<file path="src/tile_host_pkg.sv">
/*
  Shared definitions of the tile host block: widths, APB address map,
  decode target and APB state enums, APB and target structs
*/
package tile_host_pkg;

  // Bus widths
  localparam int unsigned ADDR_W = 16;
  localparam int unsigned DATA_W = 32;

  // Address map, byte addresses on the APB
  localparam logic [ADDR_W-1:0] L2_BASE_OFS   = 16'h0000;
  localparam logic [ADDR_W-1:0] BOOT_ADDR_OFS = 16'h1000;
  localparam logic [ADDR_W-1:0] FETCH_EN_OFS  = 16'h1004;
  localparam logic [ADDR_W-1:0] EOC_OFS       = 16'h1008;
  localparam logic [ADDR_W-1:0] TIMER_LO_OFS  = 16'h1010;
  localparam logic [ADDR_W-1:0] TIMER_HI_OFS  = 16'h1014;
  localparam logic [ADDR_W-1:0] STDERR_OFS    = 16'h2000;
  localparam logic [ADDR_W-1:0] STDOUT_OFS    = 16'h2004;

  // Decode targets
  typedef enum logic [2:0] {
    TGT_L2,
    TGT_REG,
    TGT_TIMER,
    TGT_PRINT,
    TGT_NONE
  } tgt_e;

  // APB slave states
  typedef enum logic {
    IDLE,
    ACCESS
  } apb_state_e;

  typedef struct packed {
    logic              psel;
    logic              penable;
    logic              pwrite;
    logic [ADDR_W-1:0] paddr;
    logic [DATA_W-1:0] pwdata;
  } apb_req_t;

  typedef struct packed {
    logic              pready;
    logic [DATA_W-1:0] prdata;
    logic              pslverr;
  } apb_rsp_t;

  // Request to one datapath, offset counted in words from its base
  typedef struct packed {
    logic              valid;
    logic              write;
    logic [ADDR_W-1:0] offset;
    logic [DATA_W-1:0] wdata;
  } tgt_req_t;

  typedef struct packed {
    logic              ready;
    logic [DATA_W-1:0] rdata;
  } tgt_rsp_t;

endpackage

</file>
<file path="src/tile_cycle_timer.sv">
/*
  64-bit cycle counter gated by fetch enable, high-half shadow
*/
module tile_cycle_timer
  import tile_host_pkg::*;
(
  input  logic     clk,
  input  logic     rst_n_i,
  input  tgt_req_t req_i,
  output tgt_rsp_t rsp_o,
  input  logic     enable_i
);

  // Word index of the high half, low half sits at zero
  localparam logic [ADDR_W-1:0] HI_IDX = (TIMER_HI_OFS - TIMER_LO_OFS) >> 2;

  logic [63:0] count_q;
  logic [31:0] shadow_q;
  logic        rd_lo;

  assign rd_lo = req_i.valid && !req_i.write && (req_i.offset != HI_IDX);

  // Counts every clock while the core is enabled
  always_ff @(posedge clk or negedge rst_n_i) begin
    if (!rst_n_i) begin
      count_q <= '0;
    end else if (enable_i) begin
      count_q <= count_q + 64'd1;
    end
  end

  // Upper half frozen on a low read so the pair reads consistently
  always_ff @(posedge clk or negedge rst_n_i) begin
    if (!rst_n_i) begin
      shadow_q <= '0;
    end else if (rd_lo) begin
      shadow_q <= count_q[63:32];
    end
  end

  // Always ready
  assign rsp_o.ready = 1'b1;
  assign rsp_o.rdata = (req_i.offset == HI_IDX) ? shadow_q : count_q[31:0];

endmodule

</file>
<file path="config.mk">
export PLATFORM = sky130hd
export DESIGN_NAME = tile_cycle_timer
export DESIGN_NICKNAME = d
export VERILOG_FILES = /design/src/tile_host_pkg.sv /design/src/tile_cycle_timer.sv
export SDC_FILE = /design/constraint.sdc
export NUM_CORES = 1
export LEC_CHECK = 0
export ABC_AREA = 1
export BUFFER_PORTS_ARGS = -buffer_cell sky130_fd_sc_hd__buf_2
export CAP_MARGIN = 20
export CORE_UTILIZATION = 30
export CTS_CLUSTER_DIAMETER = 120
export DETAILED_ROUTE_END_ITERATION = 6
export PLACE_DENSITY_LB_ADDON = 0.08
export RECOVER_POWER = 100
export SETUP_SLACK_MARGIN = 0.05
export SLEW_MARGIN = 20
export SYNTH_ARGS = -nofsm -noshare
export SYNTH_HDL_FRONTEND = slang
export SYNTH_SLANG_ARGS = --single-unit
</file>
<file path="constraint.sdc">
create_clock -name clk -period 2.6 [get_ports clk]
set_input_delay 0.39 -clock clk [delete_from_list [all_inputs] [get_ports clk]]
set_output_delay 0.39 -clock clk [all_outputs]
set_load 0.01 [all_outputs]
</file>
# After elaboration in Yosys (flattened, before gate mapping)

Cells that the tools add are included.
Widths: inputs -> output; s select.

Add/subtract/negate cells: 1
Eq/ne operators: 2
Mux-type cells: 1
Reduce and logical (&&, ||, !) cells: 3

Operators by type and width:

| cell                  | number |
|---|---|
| $add 64x1->64 const B | 1 |
| $mux 32               | 1 |
| $eq 16x1->1 const B   | 1 |
| $ne 16x1->1 const B   | 1 |
| $logic_and 1x1->1     | 2 |
| $logic_not 1->1       | 1 |

Bits in registers: 96
Input port bits: 53
Output and inout bits: 33
Word-level logic and storage cells: 9

# Depth between registers and ports, before layout

Depth in word-level cells: 3
Gate-level depth with buffers: 11
Depth with buffers taken out: 11

# Worst setup path before layout

Ideal clock, no wire load.

Path type: input to output
Start: input req_i[37] in the netlist's numbering
End: output rsp_o[0] in the netlist's numbering
Data arrival time: 1464 ps
Setup slack: 746 ps
Stages: 5
Path through: nor4_1 > nand3_1 > buf_2 > clkbuf_1 > o21ai_0

RTL lines:

| element            | RTL line               | source |
|---|---|---|
| start: declaration | tile_cycle_timer.sv:9  | `input tgt_req_t req_i,` |
| end: declaration   | tile_cycle_timer.sv:10 | `output tgt_rsp_t rsp_o,` |

# Worst setup path after layout

Start: register count_q[2]
End: register count_q[55]

Longest elaborated chain between the ends: 1

RTL lines:

| element                  | RTL line               | source |
|---|---|---|
| start: declaration       | tile_cycle_timer.sv:17 | `logic [63:0] count_q;` |
| start signal: assignment | tile_cycle_timer.sv:28 | `count_q <= count_q + 64'd1;` |
| $add 64x1->64            | tile_cycle_timer.sv:28 |  |

No other way between the ends.
A chain may end at the register's enable or synchronous reset.

==> results.cfg <==
[layout]
fillCellCount = 1969
layout-drive-gt1-share_pct = 6.57
final-seq-area_um2 = 2400
stdcell_area_um2 = 6260
syn_to_final_growth_pct = 12.6
layout.cells.most_common = nand2_1
final_nets = 871
layout_common_cells = 237 x nand2_1, 108 x inv_1, 105 x nor2_1
n_antenna_cell = 0
post-route-util_pct = 34.6
stdcell_count = 1051
multiInputGateArea_um2 = 2550

[synthesis]
synth_mux_area_share_pct = 0
synth_fp_nets = 816
synth-simple-area-share_pct = 35.3
synth_fa_ha_area_share_pct = 0.225
synthCells = 762
yosysTopAreaCell = dfrtp_1
ys_seq_area_share_pct = 43.2
synth_compound_area_share_pct = 6.26
synth_top_area_share_pct = 43.2
yosys_warnings = 0
synth_area_leaders = dfrtp_1 43%, nand2_1 16%, inv_1 7.2%
synth-xor-area-share_pct = 6.28
synth_top_family_by_area = simple AND/OR/NAND/NOR gates
ys_types = 32
ys_ff_latch = 96
syn_area_um2 = 5560
synth_area_per_cell_um2 = 7.29

[die]
die-area_um2 = 19100
start_util_pct = 30.7
core-area_um2 = 18100
die_w_um = 138
ios = 86
std_cell_rows = 49
chipHeight_um = 138

[global_routing]
grt_pass1_vias = 4684
grt_max_degree = 51
gr-total-overflow = 0
grt_pass1_wl_mm = 26.5
track_usage_pct = 18.4
antenna_found_initial = 0

[worst_setup_path]
arrival_ns = 2.50
cpPeakStageDelay_ns = 0.46
path_buf_inv = 1
critPathCaptureType = flop
worstSetupPathType = flop to flop
critical_path.most_common_cell = nand2_1
worst_path_max_delay_cell = dfrtp_1
start_kind = flop
cp.required_ns = 2.86
path_cells = nand2_2, nor2_1, nand2_1, nor2_1, nand2_1, nor2_4, nand3_1, nand2_1, inv_1
crit_family = simple AND/OR/NAND/NOR gates
critPathMaxFanout = 5

[timing]
drv_slew = 27
holdWs_ns = 0.0101
tns_ns = 0
max-slew-margin-rel_pct = -3.11
setup_viol = 0
final_hold_viol_count = 0
post-route-period-util_pct = 85.9
finClkSkew_ns = 0.0134
fin_ws_ns = 0.366
fin_crit_ns = 2.23
max_freq_ghz = 0.448
worst_pin_slew_ns = 1.55
rsz0062_at_grt = no

[detailed_routing]
drc = 9
via_per_inst = 4.56
via_count = 4790
routed_wl_mm = 16.7
drtIter0Drc = 314
avgRoutedWirePerCell_um = 15.9
first_pass_iters = 7
drtAntennaViolNets = 0

[clock_network]
cts_tree = done
htree_levels = 3
path_clk_slew_ns = 0.08
cts_buffer_depth = 2
postCtsSetupBuffers = 0
clock_latency_ns = 0.36
cts_hold_buf = 0
numCtsBuffers = 9
cts_sinks = 96
ctsResizeCount = 0
root_buffer = clkbuf_16

[power_and_ir_drop]
total_power_mw = 3.48
leakagePower_nw = 2.86
vdd_ir_drop_max_mv = 0.292
power.density_nw_per_um2 = 556

[outcome]
violations = DRC, capacitance limit, slew limit
outcome = complete, but fails checks

[placed_design]
io_buffers = 52
dpl_cell_area_um2 = 6110
placed_cells = 1035
gp_congestion = 0.943
place_ws_ns = 0.480
hpwl_mm = 13.5

[worst_hold_path]
hold_path_class = input port to async pin

[job]
maxCapViolations = 1
metal layers:
layer | track usage [%] | routed length [um] | vias up
met5 | 0 | 0 | -
met4 | 6.98 | 394 | 0
met3 | 3.12 | 531 | 21
met2 | 29.2 | 7550 | 79
met1 | 25.1 | 8230 | 2225
li1 | - | - | 2465
layout make-up:
type	count	area share (%)
Multi-Input combinational cell	541	40.8
Sequential cell	96	38.4
Inverter	110	6.60
Tap cell	229	4.58
Timing Repair Buffer	59	4.38
Clock buffer	12	4.10
Clock inverter	4	1.18
logic make-up after synthesis:
family	Yosys count
and+or+nand+nor	431
buffers and inverters	125
adders and majority gates	1
DFF	96
other	1
xor gates and xnor gates	39
AOI/OAI and AO/OA	69
registers in the layout, summed over array words and instances (netlist names):
signal	cells
count_q	64
shadow_q	32
cell usage after synthesis:
| master | number |
|---|---|
| and2_1 | 1 |
| nor2_8 | 4 |
| nor2_4 | 9 |
| nor2_2 | 6 |
| nand2_1 | 231 |
| nor3_2 | 2 |
| o21bai_1 | 1 |
| nor3b_1 | 1 |
| nand2_8 | 1 |
| nand2_2 | 7 |
| xor2_1 | 20 |
| ha_1 | 1 |
| nor4_1 | 1 |
| dfrtp_1 | 96 |
| nand3_2 | 2 |
| buf_1 | 2 |
| inv_2 | 3 |
| conb_1 | 1 |
| buf_4 | 1 |
| xnor2_1 | 18 |
| nand2_4 | 2 |
| xor2_2 | 1 |
| nor3_1 | 10 |
| nand4_1 | 15 |
| inv_1 | 107 |
| buf_2 | 6 |
| nand3_1 | 42 |
| nand3b_1 | 3 |
| o21ai_1 | 4 |
| nor2_1 | 94 |
| clkbuf_1 | 6 |
| o21ai_0 | 64 |
worst paths after layout:
check                                 start           end  slack, ns  depth (start not counted)
worst max-delay path             count_q[2]   count_q[55]       0.37                          9
worst min-delay path                rst_n_i  shadow_q[13]       0.01                          1
worst max register to register   count_q[2]   count_q[55]       0.37                          9
worst min register to register  shadow_q[4]   shadow_q[4]       0.47                          2
max in group asynchronous           rst_n_i   count_q[61]       0.77                          2
min in group clk                   enable_i    count_q[0]       0.31                          2
report_power, final:
group	internal, mW	switching [mW]	total [mW]	leakage [nW]
registers	1.56	0.0803	1.64	1.24
clock network	0.899	0.608	1.51	0.163
logic	0.119	0.212	0.331	1.46
No activity file was read; power rests on OpenSTA's default activity.
