$ cat config.mk
export PLATFORM = sky130hd
export DESIGN_NAME = tile_print_unit
export DESIGN_NICKNAME = d
export VERILOG_FILES = /design/src/tile_host_pkg.sv /design/src/tile_print_unit.sv
export SDC_FILE = /design/constraint.sdc
export NUM_CORES = 1
export LEC_CHECK = 0
export ABC_AREA = 1
export BUFFER_PORTS_ARGS = -buffer_cell sky130_fd_sc_hd__buf_2
export CAP_MARGIN = 20
export CELL_PAD_IN_SITES_DETAIL_PLACEMENT = 2
export CELL_PAD_IN_SITES_GLOBAL_PLACEMENT = 2
export CORE_ASPECT_RATIO = 0.9
export CORE_MARGIN = 1
export CORE_UTILIZATION = 25
export DETAILED_ROUTE_END_ITERATION = 12
export HOLD_SLACK_MARGIN = 0.03
export PLACE_DENSITY_LB_ADDON = 0.08
export SYNTH_ARGS = -nofsm -noshare
export SYNTH_HDL_FRONTEND = slang
export SYNTH_SLANG_ARGS = --single-unit
$ cat constraint.sdc
create_clock -name clk -period 3.5 [get_ports clk]
set_input_delay 0 -clock clk [delete_from_list [all_inputs] [get_ports clk]]
set_output_delay 0 -clock clk [all_outputs]
set_load 0.02 [all_outputs]
$ cat src/tile_host_pkg.sv
/*
  Shared definitions of the tile host block: widths, APB address map,
  decode target and APB state enums, APB and target structs
*/
package tile_host_pkg;

  // Bus widths
  localparam int unsigned ADDR_W = 16;
  localparam int unsigned DATA_W = 32;

  // Address map, byte addresses on the APB
  localparam logic [ADDR_W-1:0] L2_BASE_OFS   = 16'h0000;
  localparam logic [ADDR_W-1:0] BOOT_ADDR_OFS = 16'h1000;
  localparam logic [ADDR_W-1:0] FETCH_EN_OFS  = 16'h1004;
  localparam logic [ADDR_W-1:0] EOC_OFS       = 16'h1008;
  localparam logic [ADDR_W-1:0] TIMER_LO_OFS  = 16'h1010;
  localparam logic [ADDR_W-1:0] TIMER_HI_OFS  = 16'h1014;
  localparam logic [ADDR_W-1:0] STDERR_OFS    = 16'h2000;
  localparam logic [ADDR_W-1:0] STDOUT_OFS    = 16'h2004;

  // Decode targets
  typedef enum logic [2:0] {
    TGT_L2,
    TGT_REG,
    TGT_TIMER,
    TGT_PRINT,
    TGT_NONE
  } tgt_e;

  // APB slave states
  typedef enum logic {
    IDLE,
    ACCESS
  } apb_state_e;

  typedef struct packed {
    logic              psel;
    logic              penable;
    logic              pwrite;
    logic [ADDR_W-1:0] paddr;
    logic [DATA_W-1:0] pwdata;
  } apb_req_t;

  typedef struct packed {
    logic              pready;
    logic [DATA_W-1:0] prdata;
    logic              pslverr;
  } apb_rsp_t;

  // Request to one datapath, offset counted in words from its base
  typedef struct packed {
    logic              valid;
    logic              write;
    logic [ADDR_W-1:0] offset;
    logic [DATA_W-1:0] wdata;
  } tgt_req_t;

  typedef struct packed {
    logic              ready;
    logic [DATA_W-1:0] rdata;
  } tgt_rsp_t;

endpackage

$ cat src/tile_print_unit.sv
/*
  Stdout character FIFO with back-pressure, stderr error-count register
*/
module tile_print_unit
  import tile_host_pkg::*;
#(
  parameter int unsigned FIFO_DEPTH = 4
) (
  input  logic       clk,
  input  logic       rst_n_i,
  input  tgt_req_t   req_i,
  output tgt_rsp_t   rsp_o,
  output logic       char_valid_o,
  output logic [7:0] char_o,
  input  logic       char_ready_i,
  output logic [7:0] err_count_o
);

  localparam int unsigned PTR_W = (FIFO_DEPTH > 1) ? $clog2(FIFO_DEPTH) : 1;
  localparam int unsigned CNT_W = $clog2(FIFO_DEPTH + 1);
  // Word index of stdout inside this unit, stderr sits at zero
  localparam logic [ADDR_W-1:0] OUT_IDX = (STDOUT_OFS - STDERR_OFS) >> 2;

  logic [7:0]       fifo [FIFO_DEPTH];
  logic [PTR_W-1:0] wr_ptr_q;
  logic [PTR_W-1:0] rd_ptr_q;
  logic [CNT_W-1:0] count_q;
  logic             is_out;
  logic             full;
  logic             push;
  logic             pop;

  assign is_out = (req_i.offset == OUT_IDX);
  assign full   = (count_q == CNT_W'(FIFO_DEPTH));
  assign push   = req_i.valid && req_i.write && is_out && !full;
  assign pop    = char_valid_o && char_ready_i;

  always_ff @(posedge clk) begin
    if (push) fifo[wr_ptr_q] <= req_i.wdata[7:0];
  end

  // Circular pointers and fill level
  always_ff @(posedge clk or negedge rst_n_i) begin
    if (!rst_n_i) begin
      wr_ptr_q <= '0;
      rd_ptr_q <= '0;
      count_q  <= '0;
    end else begin
      if (push) wr_ptr_q <= (wr_ptr_q == PTR_W'(FIFO_DEPTH - 1)) ? '0 : wr_ptr_q + 1'b1;
      if (pop)  rd_ptr_q <= (rd_ptr_q == PTR_W'(FIFO_DEPTH - 1)) ? '0 : rd_ptr_q + 1'b1;
      if (push && !pop)      count_q <= count_q + 1'b1;
      else if (pop && !push) count_q <= count_q - 1'b1;
    end
  end

  // Error count from the low byte of a stderr write
  always_ff @(posedge clk or negedge rst_n_i) begin
    if (!rst_n_i) begin
      err_count_o <= '0;
    end else if (req_i.valid && req_i.write && !is_out) begin
      err_count_o <= req_i.wdata[7:0];
    end
  end

  assign char_valid_o = (count_q != '0);
  assign char_o       = fifo[rd_ptr_q];

  // Stall a stdout write while full, reads return level or error count
  assign rsp_o.ready = !(req_i.write && is_out && full);
  assign rsp_o.rdata = is_out ? DATA_W'(count_q) : DATA_W'(err_count_o);

  // Full means the write pointer has wrapped onto the oldest character
  a_no_push_full: assert property (@(posedge clk) disable iff (!rst_n_i)
    full |-> (wr_ptr_q == rd_ptr_q));
  a_char_stable: assert property (@(posedge clk) disable iff (!rst_n_i)
    (char_valid_o && !char_ready_i) |=> char_valid_o && $stable(char_o));

endmodule

# After elaboration in Yosys (flattened, before gate mapping)
# Memory sizes are Yosys's and may differ from the RTL's.
# Cells that the tools add are included.
[op_classes] eq_ne=4 mux=7 n_reduce_logical=16 addsub=4
[op_table] cell="16-bit by 1-bit == test with 1-bit output (second input constant)" count=1
[op_table] cell="1-bit logical AND" count=9
[op_table] cell="8-bit two-way mux" count=1
[op_table] cell="3-bit two-way mux" count=2
[op_table] cell="1-bit logical NOT" count=5
[op_table] cell="2-bit by 1-bit adder with 2-bit output (second input constant)" count=2
[op_table] cell="2-bit == test (second input constant)" count=2
[op_table] cell="2-bit two-way mux" count=2
[op_table] cell="3-bit by 1-bit adder with 3-bit output (second input constant)" count=1
[op_table] cell="3-bit == test (second input constant)" count=1
[op_table] cell="3-bit nonzero test" count=1
[op_table] cell="3-bit by 1-bit subtractor with 3-bit output (second input constant)" count=1
[op_table] cell="1-bit two-way mux" count=2
[op_table] cell="2-bit nonzero test" count=1
[word_totals] output_inout_bits=50 memories=1 ram_bits=32 wordCells=36 inputBits=53 ff_bits=15
[memory_table] name="fifo" words=4 word_bits=8 read_ports=1 rd_clocked_by_memory_dff=0 write_ports=1 line="tile_print_unit.sv:24" text="logic [7:0] fifo [FIFO_DEPTH];"

# Depth between registers and ports, before layout
[logic_depth] word_depth=7 ltp_mapped=12 mapped_depth_nobuf=12

# Least setup slack after synthesis
# No wires, ideal clock.
[synth_timing] path_type="flip-flop to flip-flop" start="register count_q[0]" end="register count_q[2]" path_buffers=0 path_stages_with_launch=10 synth_period_minus_slack_ns=1.988 slack_ns=1.512 arrival_ns=1.857 cell_sequence="dfrtp_1 > nor2_2 > nand2_1 > nand2_1 > ha_1 > inv_1 > fa_1 > a21oi_1 > o21ai_0 > xor2_1"
[synth_rtl] element="from (decl)" line="tile_print_unit.sv:27" text="logic [CNT_W-1:0] count_q;"
[synth_rtl] element="from (signal assigned)" line="tile_print_unit.sv:51" text="if (push && !pop) count_q <= count_q + 1'b1;"
[synth_rtl] element="from (signal assigned)" line="tile_print_unit.sv:52" text="else if (pop && !push) count_q <= count_q - 1'b1;"
[synth_rtl] element="3-bit nonzero test (*)" line="tile_print_unit.sv:65" text="assign char_valid_o = (count_q != '0);"
[synth_rtl] element="via char_valid_o" line="tile_print_unit.sv:13" text="output logic char_valid_o,"
[synth_rtl] element="1-bit logical AND (*)" line="tile_print_unit.sv:36" text="assign pop = char_valid_o && char_ready_i;"
[synth_rtl] element="1-bit logical NOT" line="tile_print_unit.sv:51"
[synth_rtl] element="1-bit logical AND" line="tile_print_unit.sv:51"
[synth_rtl] element="3-bit two-way mux or 2-bit nonzero test (tied branches)"
# Mark *: on every way through the listed nets, which the timed path passes. The rest lies on a longest branch. The select of a mux whose other input is x is not followed.
# A chain may end at the register's enable or synchronous reset.

# Worst setup path in the final report
[layout_timing] start="register count_q[0]" end="register count_q[2]"
[layout_via] elab_chain_len=6
[layout_rtl] element="3-bit == test (*)" line="tile_print_unit.sv:34" text="assign full = (count_q == CNT_W'(FIFO_DEPTH));"
[layout_rtl] element="1-bit logical NOT (*)" line="tile_print_unit.sv:35" text="assign push = req_i.valid && req_i.write && is_out && !full;"
[layout_rtl] element="1-bit logical AND (*)" line="tile_print_unit.sv:35"
[layout_rtl] element="via push" line="tile_print_unit.sv:30" text="logic push;"
[layout_rtl] element="1-bit logical NOT" line="tile_print_unit.sv:52"
[layout_rtl] element="1-bit logical AND" line="tile_print_unit.sv:52"
[layout_rtl] element="2-bit nonzero test (no source line)"
# Marks and branches as above.

==> key figures <==
Floorplanning
  – Die X: 103 um
  – Initial Utilization: 0.263
  – Ports: 103
  – Die footprint: 0.00957 sq mm
  – Core area: 0.00873 sq mm
  – Die height: 92.9 um
  – Row cnt: 32

Clock network
  – Number of gates resized after cts: 0
  – Clock root cell: clkbuf_8
  – Clock sink total: 47
  – Hold_buf cts: 9
  – CTS tree: yes
  – Worst-Skew Late Latency: 0.30 ns
  – Bufs on Longest Clock Path: 2
  – TritonCTS buffer count: 5
  – Number of H-tree levels: 2
  – Worst-path clk slew: 0.09 ns
  – Post-CTS setup buffer count: 0

Finish
  – Nets: 349
  – ANT cells: 0
  – Area growth syn-to-layout: 21.5%
  – Share of post-route cells with drive strength above 1: 0.238

Power and ir drop
  – Peak supply drop: 0.226 mV
  – PwrDens: 595 mW/mm^2
  – LEAKAGE: 1.24 nW

Worst setup path
  – WS Path Type: register to register
  – Setup crit start kind: register
  – Data required, critical path: 3.67 ns
  – WP data arrival: 2.30 ns
  – Largest fanout on the critical path: 7
  – Crit end category: register

Placement
  – I/O Buffers: 54
  – Routability cong.: 0.671
  – Hpwl dp: 3.99 mm

Flow run
  – Max-cap viol count: 0

Timing
  – Fin. max-slew vios: 0
  – Minimum clock period: 2.12 ns
  – Final Hold Fails: 0
  – RSZ-0062 raised after global routing: false
  – Final worst path period share: 0.607
  – Clock skew: 0.00852 ns
  – Setup TNS: 0 ns
  – # setup viols final: 0
  – Fmax: 471 MHz
  – Worst slew margin: 0.401
  – Least-Margin Pin Slew: 0.895 ns
  – Hold Slack: 0.105 ns

GRT
  – Vias in the first global route: 1,735
  – Initial antenna violation count: 0
  – Overall routing resource usage: 0.126
  – Largest net degree at the start of global routing: 20
  – First-pass GRT wire length: 8.90 mm
  – Gr ovfl total: 0

Logic synthesis
  – Cell Area, Synth: 0.00229 sq mm
  – Gate Count Post-Synth: 224
  – Register area share after synthesis: 0.582
  – Ys Warns: 0
  – Yosys reg bits: 47
  – Avg Cell Area, Syn: 10.2 sq um
  – Post-synth cell types: 29

Drt
  – Initial drt markers: 52
  – DR vias/cell: 4.05
  – Final ANT Viol Nets: 0
  – DRT Wirelength: 5.42 mm
  – Residual DRC: 0
  – Wire per inst: 13.3 um
  – First-pass DRT Iterations: 4
  – Vias after detailed routing: 1,656

Run status
  – Status: finished, final reports clean

Min path
  – Worst Hold Class: input port to register
[Yosys cell counts (all sizes together)]
cell,instances,area [sq um]
a21oi,4,23.8
buf,28,209
clkinv,1,3.75
conb,1,3.75
dfrtp,15,375
edfxtp,32,961
fa,1,20.0
ha,6,75.1
inv,18,67.6
mux2,1,11.3
nand2,37,149
nand3,9,50.1
nand3b,1,7.51
nand4,2,12.5
nor2,40,168
o21ai,18,90.1
o22ai,8,50.1
xnor2,1,8.76
xor2,1,8.76
[power by group]
| part | switching, mW | internal (mW) | total, mW |
|---|---|---|---|
| Clock | 0.174 | 0.214 | 0.388 |
| Combinational | 0.358 | 0.193 | 0.551 |
| Sequential | 0.0846 | 0.635 | 0.720 |
| Total | 0.616 | 1.04 | 1.66 |
[layer usage]
layer,share of wire,GRT usage,vias up
met5,0,0,-
met4,0.0094,0.0317,0
met3,0.041,0.0272,5
met2,0.48,0.213,44
met1,0.47,0.161,789
li1,-,-,818
[worst paths after layout]
check / from / end / slack [ns] / depth (start not counted)
max: count_q[0]$_DFFE_PN0P_ / count_q[2]$_DFFE_PN0P_ / 1.38 / 10
min: char_ready_i / rd_ptr_q[1]$_DFFE_PN0P_ / 0.11 / 3
max reg2reg: count_q[0]$_DFFE_PN0P_ / count_q[2]$_DFFE_PN0P_ / 1.38 / 10
min reg2reg: err_count_o[4]$_DFFE_PN0P_ / err_count_o[4]$_DFFE_PN0P_ / 0.51 / 2
max in group asynchronous: rst_n_i / count_q[2]$_DFFE_PN0P_ / 3.09 / 2
min in group asynchronous: rst_n_i / err_count_o[6]$_DFFE_PN0P_ / 0.13 / 2
[layout by cell type (no fill, tap or decap), drive strengths merged]
cell type / instances
buf: 54
nor2: 40
nand2: 37
edfxtp: 32
conb: 24
inv: 18
o21ai: 18
dfrtp: 15
dlygate4sd3: 9
nand3: 9
o22ai: 8
clkbuf: 7
ha: 6
a21oi: 4
nand4: 2
nand3b: 1
clkinv: 1
mux2: 1
xnor2: 1
xor2: 1
fa: 1
bufinv: 1
[state kept, by name, indices dropped and copies added (netlist names)]
name / cells
err_count_o: 8
fifo: 32
wr_ptr_q: 2
rd_ptr_q: 2
count_q: 3
[kinds of logic after synthesis]
group / after synthesis / synth area share
adder cells (fa/ha/maj): 7 / 0.0414
AO/OA/AOI/OAI: 30 / 0.0714
XOR/XNOR: 2 / 0.00763
AND/OR/NAND/NOR: 89 / 0.168
multiplexers: 1 / 0.00491
other: 1 / 0.00163
flip-flops: 47 / 0.582
buffers and inverters: 47 / 0.122
[worst max-delay path, cell delays in order, from the launching register on]
cell	delay, ns
dfrtp_1	0.46
nor2_2	0.09
a21oi_2	0.20
nand3_2	0.18
inv_1	0.09
ha_1	0.14
inv_1	0.07
fa_1	0.38
a21oi_1	0.14
o21ai_0	0.11
xor2_1	0.15
[metrics by stage]
| stage | cells | setup WS [ns] | total power, mW | util | area [sq um] |
|---|---|---|---|---|---|
| 2_1_floorplan | 247 | 1.51 | 1.11 | - | 2380 |
| 3_3_place_gp | 392 | 1.37 | 1.28 | 0.297 | 2590 |
| 3_5_place_dp | 392 | 1.33 | 1.29 | 0.297 | 2590 |
| 4_1_cts | 409 | 1.31 | 1.69 | 0.319 | 2790 |
| 5_1_grt | 409 | 1.16 | 1.78 | 0.319 | 2790 |
| 6_report | 409 | 1.38 | 1.66 | 0.319 | 2790 |
[cell type report]
class	count	area (sq um)
fill	1009	5940
sequential	47	1340
multi-input combinational	153	764
timing repair buffer	63	360
tap	119	149
clock buffer	7	76.3
inverter	19	71.3
clock inverter	1	30.0
Power figures use the tool's default switching activity.
