<file path="config.mk">
export PLATFORM = sky130hd
export DESIGN_NAME = tile_host_ctrl
export DESIGN_NICKNAME = d
export VERILOG_FILES = /design/src/tile_host_pkg.sv /design/src/tile_host_ctrl.sv
export SDC_FILE = /design/constraint.sdc
export NUM_CORES = 1
export LEC_CHECK = 0
export ABC_AREA = 1
export BUFFER_PORTS_ARGS = -buffer_cell sky130_fd_sc_hd__buf_2
export CAP_MARGIN = 10
export CELL_PAD_IN_SITES_DETAIL_PLACEMENT = 1
export CELL_PAD_IN_SITES_GLOBAL_PLACEMENT = 1
export CORE_AREA = 2 2 154 156
export DETAILED_ROUTE_END_ITERATION = 16
export DIE_AREA = 0 0 156 158
export GPL_TIMING_DRIVEN = 0
export PLACE_DENSITY = 0.76
export REMOVE_ABC_BUFFERS = 1
export SLEW_MARGIN = 25
export SYNTH_ARGS = -nofsm -noshare
export SYNTH_HDL_FRONTEND = slang
export SYNTH_SLANG_ARGS = --single-unit
</file>
<file path="constraint.sdc">
create_clock -name clk -period 3 [get_ports clk]
set_input_delay 0.6 -clock clk [delete_from_list [all_inputs] [get_ports clk]]
set_output_delay 0.6 -clock clk [all_outputs]
set_load 0.02 [all_outputs]
</file>
<file path="src/tile_host_pkg.sv">
/*
  Shared definitions of the tile host block: widths, APB address map,
  decode target and APB state enums, APB and target structs
*/
package tile_host_pkg;

  // Bus widths
  localparam int unsigned ADDR_W = 16;
  localparam int unsigned DATA_W = 32;

  // Address map, byte addresses on the APB
  localparam logic [ADDR_W-1:0] L2_BASE_OFS   = 16'h0000;
  localparam logic [ADDR_W-1:0] BOOT_ADDR_OFS = 16'h1000;
  localparam logic [ADDR_W-1:0] FETCH_EN_OFS  = 16'h1004;
  localparam logic [ADDR_W-1:0] EOC_OFS       = 16'h1008;
  localparam logic [ADDR_W-1:0] TIMER_LO_OFS  = 16'h1010;
  localparam logic [ADDR_W-1:0] TIMER_HI_OFS  = 16'h1014;
  localparam logic [ADDR_W-1:0] STDERR_OFS    = 16'h2000;
  localparam logic [ADDR_W-1:0] STDOUT_OFS    = 16'h2004;

  // Decode targets
  typedef enum logic [2:0] {
    TGT_L2,
    TGT_REG,
    TGT_TIMER,
    TGT_PRINT,
    TGT_NONE
  } tgt_e;

  // APB slave states
  typedef enum logic {
    IDLE,
    ACCESS
  } apb_state_e;

  typedef struct packed {
    logic              psel;
    logic              penable;
    logic              pwrite;
    logic [ADDR_W-1:0] paddr;
    logic [DATA_W-1:0] pwdata;
  } apb_req_t;

  typedef struct packed {
    logic              pready;
    logic [DATA_W-1:0] prdata;
    logic              pslverr;
  } apb_rsp_t;

  // Request to one datapath, offset counted in words from its base
  typedef struct packed {
    logic              valid;
    logic              write;
    logic [ADDR_W-1:0] offset;
    logic [DATA_W-1:0] wdata;
  } tgt_req_t;

  typedef struct packed {
    logic              ready;
    logic [DATA_W-1:0] rdata;
  } tgt_rsp_t;

endpackage

</file>
<file path="src/tile_host_ctrl.sv">
/*
  APB slave FSM, address decoder, boot/fetch/EOC registers
  and response mux over the datapath targets
*/
module tile_host_ctrl
  import tile_host_pkg::*;
#(
  parameter int unsigned       L2_WORDS   = 256,
  parameter logic [DATA_W-1:0] BOOT_RESET = 32'h0000_0080
) (
  input  logic              clk,
  input  logic              rst_n_i,
  input  apb_req_t          apb_req_i,
  output apb_rsp_t          apb_rsp_o,
  output tgt_req_t          l2_req_o,
  output tgt_req_t          timer_req_o,
  output tgt_req_t          print_req_o,
  input  tgt_rsp_t          l2_rsp_i,
  input  tgt_rsp_t          timer_rsp_i,
  input  tgt_rsp_t          print_rsp_i,
  output logic [DATA_W-1:0] boot_addr_o,
  output logic              fetch_enable_o,
  output logic              eoc_o,
  output logic [30:0]       exit_code_o
);

  apb_state_e        state_q;
  tgt_e              tgt;
  logic              acc;
  logic              err;
  logic              rdy;
  logic [DATA_W-1:0] rdata;
  logic [DATA_W-1:0] reg_rdata;
  logic [ADDR_W-1:0] l2_ofs;
  logic [ADDR_W-1:0] timer_ofs;
  logic [ADDR_W-1:0] print_ofs;

  // Word offsets relative to each datapath base
  assign l2_ofs    = (apb_req_i.paddr - L2_BASE_OFS) >> 2;
  assign timer_ofs = (apb_req_i.paddr - TIMER_LO_OFS) >> 2;
  assign print_ofs = (apb_req_i.paddr - STDERR_OFS) >> 2;

  // Address decode, L2 window sized by L2_WORDS
  always_comb begin
    case (apb_req_i.paddr)
      BOOT_ADDR_OFS, FETCH_EN_OFS, EOC_OFS: tgt = TGT_REG;
      TIMER_LO_OFS, TIMER_HI_OFS:           tgt = TGT_TIMER;
      STDERR_OFS, STDOUT_OFS:               tgt = TGT_PRINT;
      default: tgt = (l2_ofs < L2_WORDS) ? TGT_L2 : TGT_NONE;
    endcase
  end

  // Access phase and rejected accesses
  assign acc = (state_q == ACCESS) && apb_req_i.psel && apb_req_i.penable;
  assign err = (tgt == TGT_NONE) || ((tgt == TGT_TIMER) && apb_req_i.pwrite);

  always_ff @(posedge clk or negedge rst_n_i) begin
    if (!rst_n_i) begin
      state_q <= IDLE;
    end else begin
      case (state_q)
        // Setup phase seen, move on to access
        IDLE: if (apb_req_i.psel && !apb_req_i.penable) state_q <= ACCESS;
        ACCESS: if (!apb_req_i.psel || apb_rsp_o.pready) state_q <= IDLE;
        default: state_q <= IDLE;
      endcase
    end
  end

  // Only one target sees valid, never on a rejected access
  assign l2_req_o    = '{valid: acc && (tgt == TGT_L2), write: apb_req_i.pwrite,
                         offset: l2_ofs, wdata: apb_req_i.pwdata};
  assign timer_req_o = '{valid: acc && (tgt == TGT_TIMER) && !err, write: apb_req_i.pwrite,
                         offset: timer_ofs, wdata: apb_req_i.pwdata};
  assign print_req_o = '{valid: acc && (tgt == TGT_PRINT), write: apb_req_i.pwrite,
                         offset: print_ofs, wdata: apb_req_i.pwdata};

  // Local registers, written on the edge ending the access
  always_ff @(posedge clk or negedge rst_n_i) begin
    if (!rst_n_i) begin
      boot_addr_o    <= BOOT_RESET;
      fetch_enable_o <= 1'b0;
      eoc_o          <= 1'b0;
      exit_code_o    <= '0;
    end else if (acc && apb_req_i.pwrite && (tgt == TGT_REG)) begin
      case (apb_req_i.paddr)
        BOOT_ADDR_OFS: boot_addr_o <= apb_req_i.pwdata;
        FETCH_EN_OFS:  fetch_enable_o <= apb_req_i.pwdata[0];
        EOC_OFS: begin
          eoc_o       <= apb_req_i.pwdata[31];
          exit_code_o <= apb_req_i.pwdata[30:0];
        end
        default: ;
      endcase
    end
  end

  always_comb begin
    case (apb_req_i.paddr)
      BOOT_ADDR_OFS: reg_rdata = boot_addr_o;
      FETCH_EN_OFS:  reg_rdata = {{(DATA_W-1){1'b0}}, fetch_enable_o};
      EOC_OFS:       reg_rdata = {eoc_o, exit_code_o};
      default:       reg_rdata = '0;
    endcase
  end

  // Response mux from the selected target
  always_comb begin
    rdy   = 1'b1;
    rdata = '0;
    case (tgt)
      TGT_L2: begin
        rdy   = l2_rsp_i.ready;
        rdata = l2_rsp_i.rdata;
      end
      TGT_TIMER: begin
        rdy   = timer_rsp_i.ready;
        rdata = timer_rsp_i.rdata;
      end
      TGT_PRINT: begin
        rdy   = print_rsp_i.ready;
        rdata = print_rsp_i.rdata;
      end
      TGT_REG: rdata = reg_rdata;
      default: ;
    endcase
  end

  assign apb_rsp_o.pready  = acc && (err || rdy);
  assign apb_rsp_o.prdata  = rdata;
  assign apb_rsp_o.pslverr = acc && err;

  // APB master behaviour seen at this slave
  a_penable_psel: assert property (@(posedge clk) disable iff (!rst_n_i)
    apb_req_i.penable |-> apb_req_i.psel);
  a_wait_stable: assert property (@(posedge clk) disable iff (!rst_n_i)
    (acc && !apb_rsp_o.pready) |=> $stable(apb_req_i.paddr) && $stable(apb_req_i.pwrite));

endmodule

</file>
# After elaboration in Yosys (flattened, before gate mapping)
# Index checks and enable logic that the tools add are counted.
[word_totals]
elab_cells = 53
in_bits = 152
reg_bits = 66
output_inout_bits = 249
[classes]
n_bitwise = 1
reduce_logical = 25
magnitude_cmp = 1
eq_ne = 11
mux = 8
n_addsub = 2
[ops]
columns = ["op", "count"]
rows = [
  ["32-bit one-hot mux with 4 select lines", 1],
  ["32-bit one-hot mux with 3 select lines", 1],
  ["16-bit by 13-bit equality test with 1-bit output (second input constant)", 5],
  ["16-bit by 14-bit equality test with 1-bit output (second input constant)", 2],
  ["16-bit by 13-bit subtractor with 16-bit output (second input constant)", 1],
  ["16-bit by 14-bit subtractor with 16-bit output (second input constant)", 1],
  ["14-bit by 9-bit < comparator with 1-bit output (second input constant)", 1],
  ["1-bit logical AND", 12],
  ["3-bit one-hot mux with 3 select lines", 1],
  ["3-bit by 2-bit equality test with 1-bit output (second input constant)", 2],
  ["2-bit AND reduction", 3],
  ["2-bit OR reduction", 2],
  ["3-bit by 1-bit equality test with 1-bit output (second input constant)", 1],
  ["3-bit equality test (second input constant)", 1],
  ["1-bit logical NOT", 3],
  ["3-bit logical NOT", 1],
  ["1-bit logical OR", 3],
  ["3-bit two-way mux", 1],
  ["1-bit one-hot mux with 3 select lines", 1],
  ["3-bit OR reduction", 1],
  ["1-bit two-way mux", 2],
  ["1-bit one-hot mux with 2 select lines", 1],
  ["1-bit inverter", 1],
]

# Longest topological paths before layout
[depth]
ltp_word = 11
ltp_mapped = 13
ltp_nobuf = 13

# Worst setup path after synthesis
# Ideal clock, no wire load.
[synth_timing]
path_type = "in2out"
from = "input apb_req_i[36] (netlist bit)"
to = "output timer_req_o[49] (netlist bit)"
slack_ps = 85
stages = 11
n_path_buf = 0
t_arrival_ps = 2315
t_required_ps = 2400
path_cell_list = "inv_1 > ha_1 > nand2_1 > nor2_1 > nand2_1 > nand2_1 > inv_2 > nand2_1 > nand3_1 > nand2_1 > nor4_1"
[synth_lines]
columns = ["item", "line", "rtl"]
rows = [
  ["from (decl)", "tile_host_ctrl.sv:13", "input apb_req_t apb_req_i,"],
  ["to (decl)", "tile_host_ctrl.sv:16", "output tgt_req_t timer_req_o,"],
]

==> impl_metrics.env <==
export IMPL_end_kind="primary output"
export IMPL_yosysSeqAreaShare_pct=31.6
export IMPL_hold_path_class="in -> async"
export IMPL_dieWidth_um=156
export IMPL_ys_ff_latch=66
export IMPL_dr_pass1_iters=5
export IMPL_drive_gt1_share_pct=46.0
export IMPL_synth_compound_area_share_pct=8.61
export IMPL_hpwl_um=16600
export IMPL_start_util_pct=22.7
export IMPL_synth_top_area_cell="dfrtp_1"
export IMPL_synth_warning_count=0
export IMPL_synth_top_family_by_area="simple AND/OR/NAND/NOR gates"
export IMPL_worst_slew_pin_slew_ns=0.826
export IMPL_muxShareOfSynthArea_pct=0
export IMPL_synth_ff_type="dfrtp_1"
export IMPL_synthArstFlopShare_pct=100
export IMPL_synth_distinct_cells=30
export IMPL_clock_skew_ns=0.00674
export IMPL_regToRegStartpoint="state_q"
export IMPL_dp_cells=1293
export IMPL_io_buffer_count=394
export IMPL_drv_slew=0
export IMPL_final_cells=1328
export IMPL_placed_cell_area_um2=6520
export IMPL_synth_top_area_share_pct=31.1
export IMPL_clock_latency_ns=0.34
export IMPL_drc=0
export IMPL_finalHoldViolCount=0
export IMPL_avgSynthCellArea_um2=6.85
export IMPL_drt_iter0_drc=265
export IMPL_fin_crit_ns=3.00
export IMPL_synthSimpleGateAreaFrac_pct=30.7
export IMPL_ant_nets=0
export IMPL_clockBufferDepth=2
export IMPL_pin_count=401
export IMPL_grt_max_degree=65
export IMPL_crit_start="apb_req_i[43]"
export IMPL_critPathLaunchType="input pin"
export IMPL_relSlewSlack_pct=44.9
export IMPL_utilization_pct=31.4
export IMPL_status="complete, no violations"
export IMPL_antennaDiodeCount=0
export IMPL_ir_drop_uv=231
export IMPL_design_area_um2=7250
export IMPL_reg2regPathDepth=7
export IMPL_finalSetupViolCount=0
export IMPL_synth_area_top_cells="dfrtp_1, nand2_1, buf_4, o21ai_1, nand4_1"
export IMPL_powerDensity_nw_per_um2=341
export IMPL_core_area_um2=23100
export IMPL_clk_pin_slew_ns=0.06
export IMPL_layout_commonest_cell="buf_2"
export IMPL_synth_adder_area_share_pct=0.957
export IMPL_fin_crit_sh_pct=99.9
export IMPL_cts_root_buf="clkbuf_16"
export IMPL_dieArea_um2=24600
export IMPL_netlist_instances=763
export IMPL_die_y_um=158
export IMPL_vias_per_cell=4.44
export IMPL_fmax_ghz=0.334
export IMPL_critPathRequiredTime_ns=2.40
export IMPL_reg2reg_slack_ns=0.81
export IMPL_synth_edf_count=0
export IMPL_area_growth_pct=38.6
export IMPL_num_vias=5892
export IMPL_timing_critical_path_to="apb_rsp_o[16]"
export IMPL_drv_cap=0
export IMPL_grt_overflow=0
export IMPL_worstSetupPathType="in -> out"
export IMPL_reg2reg_to="boot_addr_o[1]"
export IMPL_nets=1189
export IMPL_antenna_found_initial=0
export IMPL_grtUsageTotal_pct=17.7
export IMPL_holdWs_ns=0.183
export IMPL_htree_levels=3
export IMPL_wl_um=23100
export IMPL_synth_xor_area_share_pct=1.84
export IMPL_grt_pass1_wl_um=33000
export IMPL_rows=56
export IMPL_grt_pass1_vias=5808
export IMPL_rsz0062_at_grt="true"
export IMPL_final_cell_mix="buf_2, nand2_1, dfrtp_1"
export IMPL_synth_cell_area_um2=5230
export IMPL_nFillCells=3005
export IMPL_tritoncts="yes"
export IMPL_avgRoutedWirePerCell_um=17.4
export IMPL_path_max_fanout=17
export IMPL_cts_buffers=9
export IMPL_arrival_ns=2.40
export IMPL_cts_sinks=66
export IMPL_p_leak_nw=4.13
export IMPL_finalWeightedCongestion=0.792
## power by group
| group | switching (mW) | internal, mW |
|---|---|---|
| logic | 0.316 | 0.167 |
| clock network | 0.412 | 0.688 |
| registers | 0.000175 | 0.891 |
## flip-flops by register name (all words and copies together), names as in the netlist
name / flops
eoc_o: 1
state_q: 1
exit_code_o: 31
fetch_enable_o: 1
boot_addr_o: 32
## metrics by stage
stage | setup TNS, ns | power [mW] | setup WS, ns
after floorplan | -13.68 | 0.991 | -0.458
after global placement | -116.55 | 1.37 | -2.53
after detailed placement | -74.19 | 1.38 | -0.966
after CTS | 0 | 2.51 | 0.00662
after global routing | -1.16 | 2.59 | -0.0872
final | 0 | 2.47 | 0.00219
## cells in the mapped netlist (2+ instances only)
| cell | count |
|---|---|
| nand2_1 | 272 |
| buf_4 | 133 |
| dfrtp_1 | 65 |
| o21ai_1 | 61 |
| inv_1 | 57 |
| nand4_1 | 36 |
| nand3_1 | 27 |
| nor2_1 | 26 |
| buf_2 | 22 |
| xor2_1 | 8 |
| inv_2 | 7 |
| o21ai_0 | 7 |
| clkbuf_1 | 6 |
| a22o_1 | 5 |
| nor2_2 | 5 |
| ha_1 | 4 |
| o21ai_2 | 4 |
| xnor2_1 | 3 |
| nand3_2 | 2 |
| nand3_4 | 2 |
| nor2_4 | 2 |
## worst min path at each step
stage,end,slack (ns),depth (start not counted)
6_report,exit_code_o[26],0.18,1
5_1_grt,exit_code_o[26],0.19,1
4_1_cts,boot_addr_o[2],0.19,1
3_5_place_dp,boot_addr_o[7],0.47,2
3_3_place_gp,boot_addr_o[7],0.47,2
2_1_floorplan,boot_addr_o[0],0.30,0
## worst max-delay path, cell delays in order
cell,delay (ns)
buf_2,0.15
nor2_4,0.18
nand2_2,0.12
nor2_4,0.14
buf_12,0.14
nand3_4,0.08
inv_1,0.10
nor2_2,0.06
nor2_4,0.13
buf_12,0.14
buf_16,0.15
nand2_1,0.09
nand4_1,0.11
buf_4,0.16
## cell type report
class	count	area (um2)	share of cell area, %
flip-flops and latches	66	1650	22.8
clock buffers	12	256	3.54
well taps	290	363	5.01
multi-input cells	477	2380	32.9
repair buffers	413	2260	31.2
inverters	64	263	3.63
repair inverters	2	17.5	0.242
clock inverters	4	50.0	0.691
## metal layers
| metal | global-route usage [%] | part of all wire [%] | wire length [um] |
|---|---|---|---|
| met3 | 3.75 | 6.7 | 1540 |
| met2 | 33.4 | 52 | 12000 |
| met5 | 0 | 0 | 0 |
| met1 | 20.2 | 40 | 9180 |
| met4 | 4.59 | 1.6 | 374 |
## cell families (layout without fill, tap and decap cells)
logic type                 count (synthesis)  count (layout)
and+or+nand+nor                          375             375
AOI/OAI and AO/OA                         81              81
adders and majority gates                  4               4
DFF                                       66              66
xor gates and xnor gates                  11              11
buffers and inverters                    225             495
other                                      1               6
## timing repair
| action | CTS | global route |
|---|---|---|
| cloned | 2 | 1 |
| hold buffers | 0 | 0 |
| pin swaps | 7 | 4 |
| setup buffers | 11 | 5 |
| setup endpoints to repair | 100 | 77 |
| resized for setup | 25 | 28 |
Power figures use the tool's default switching activity.
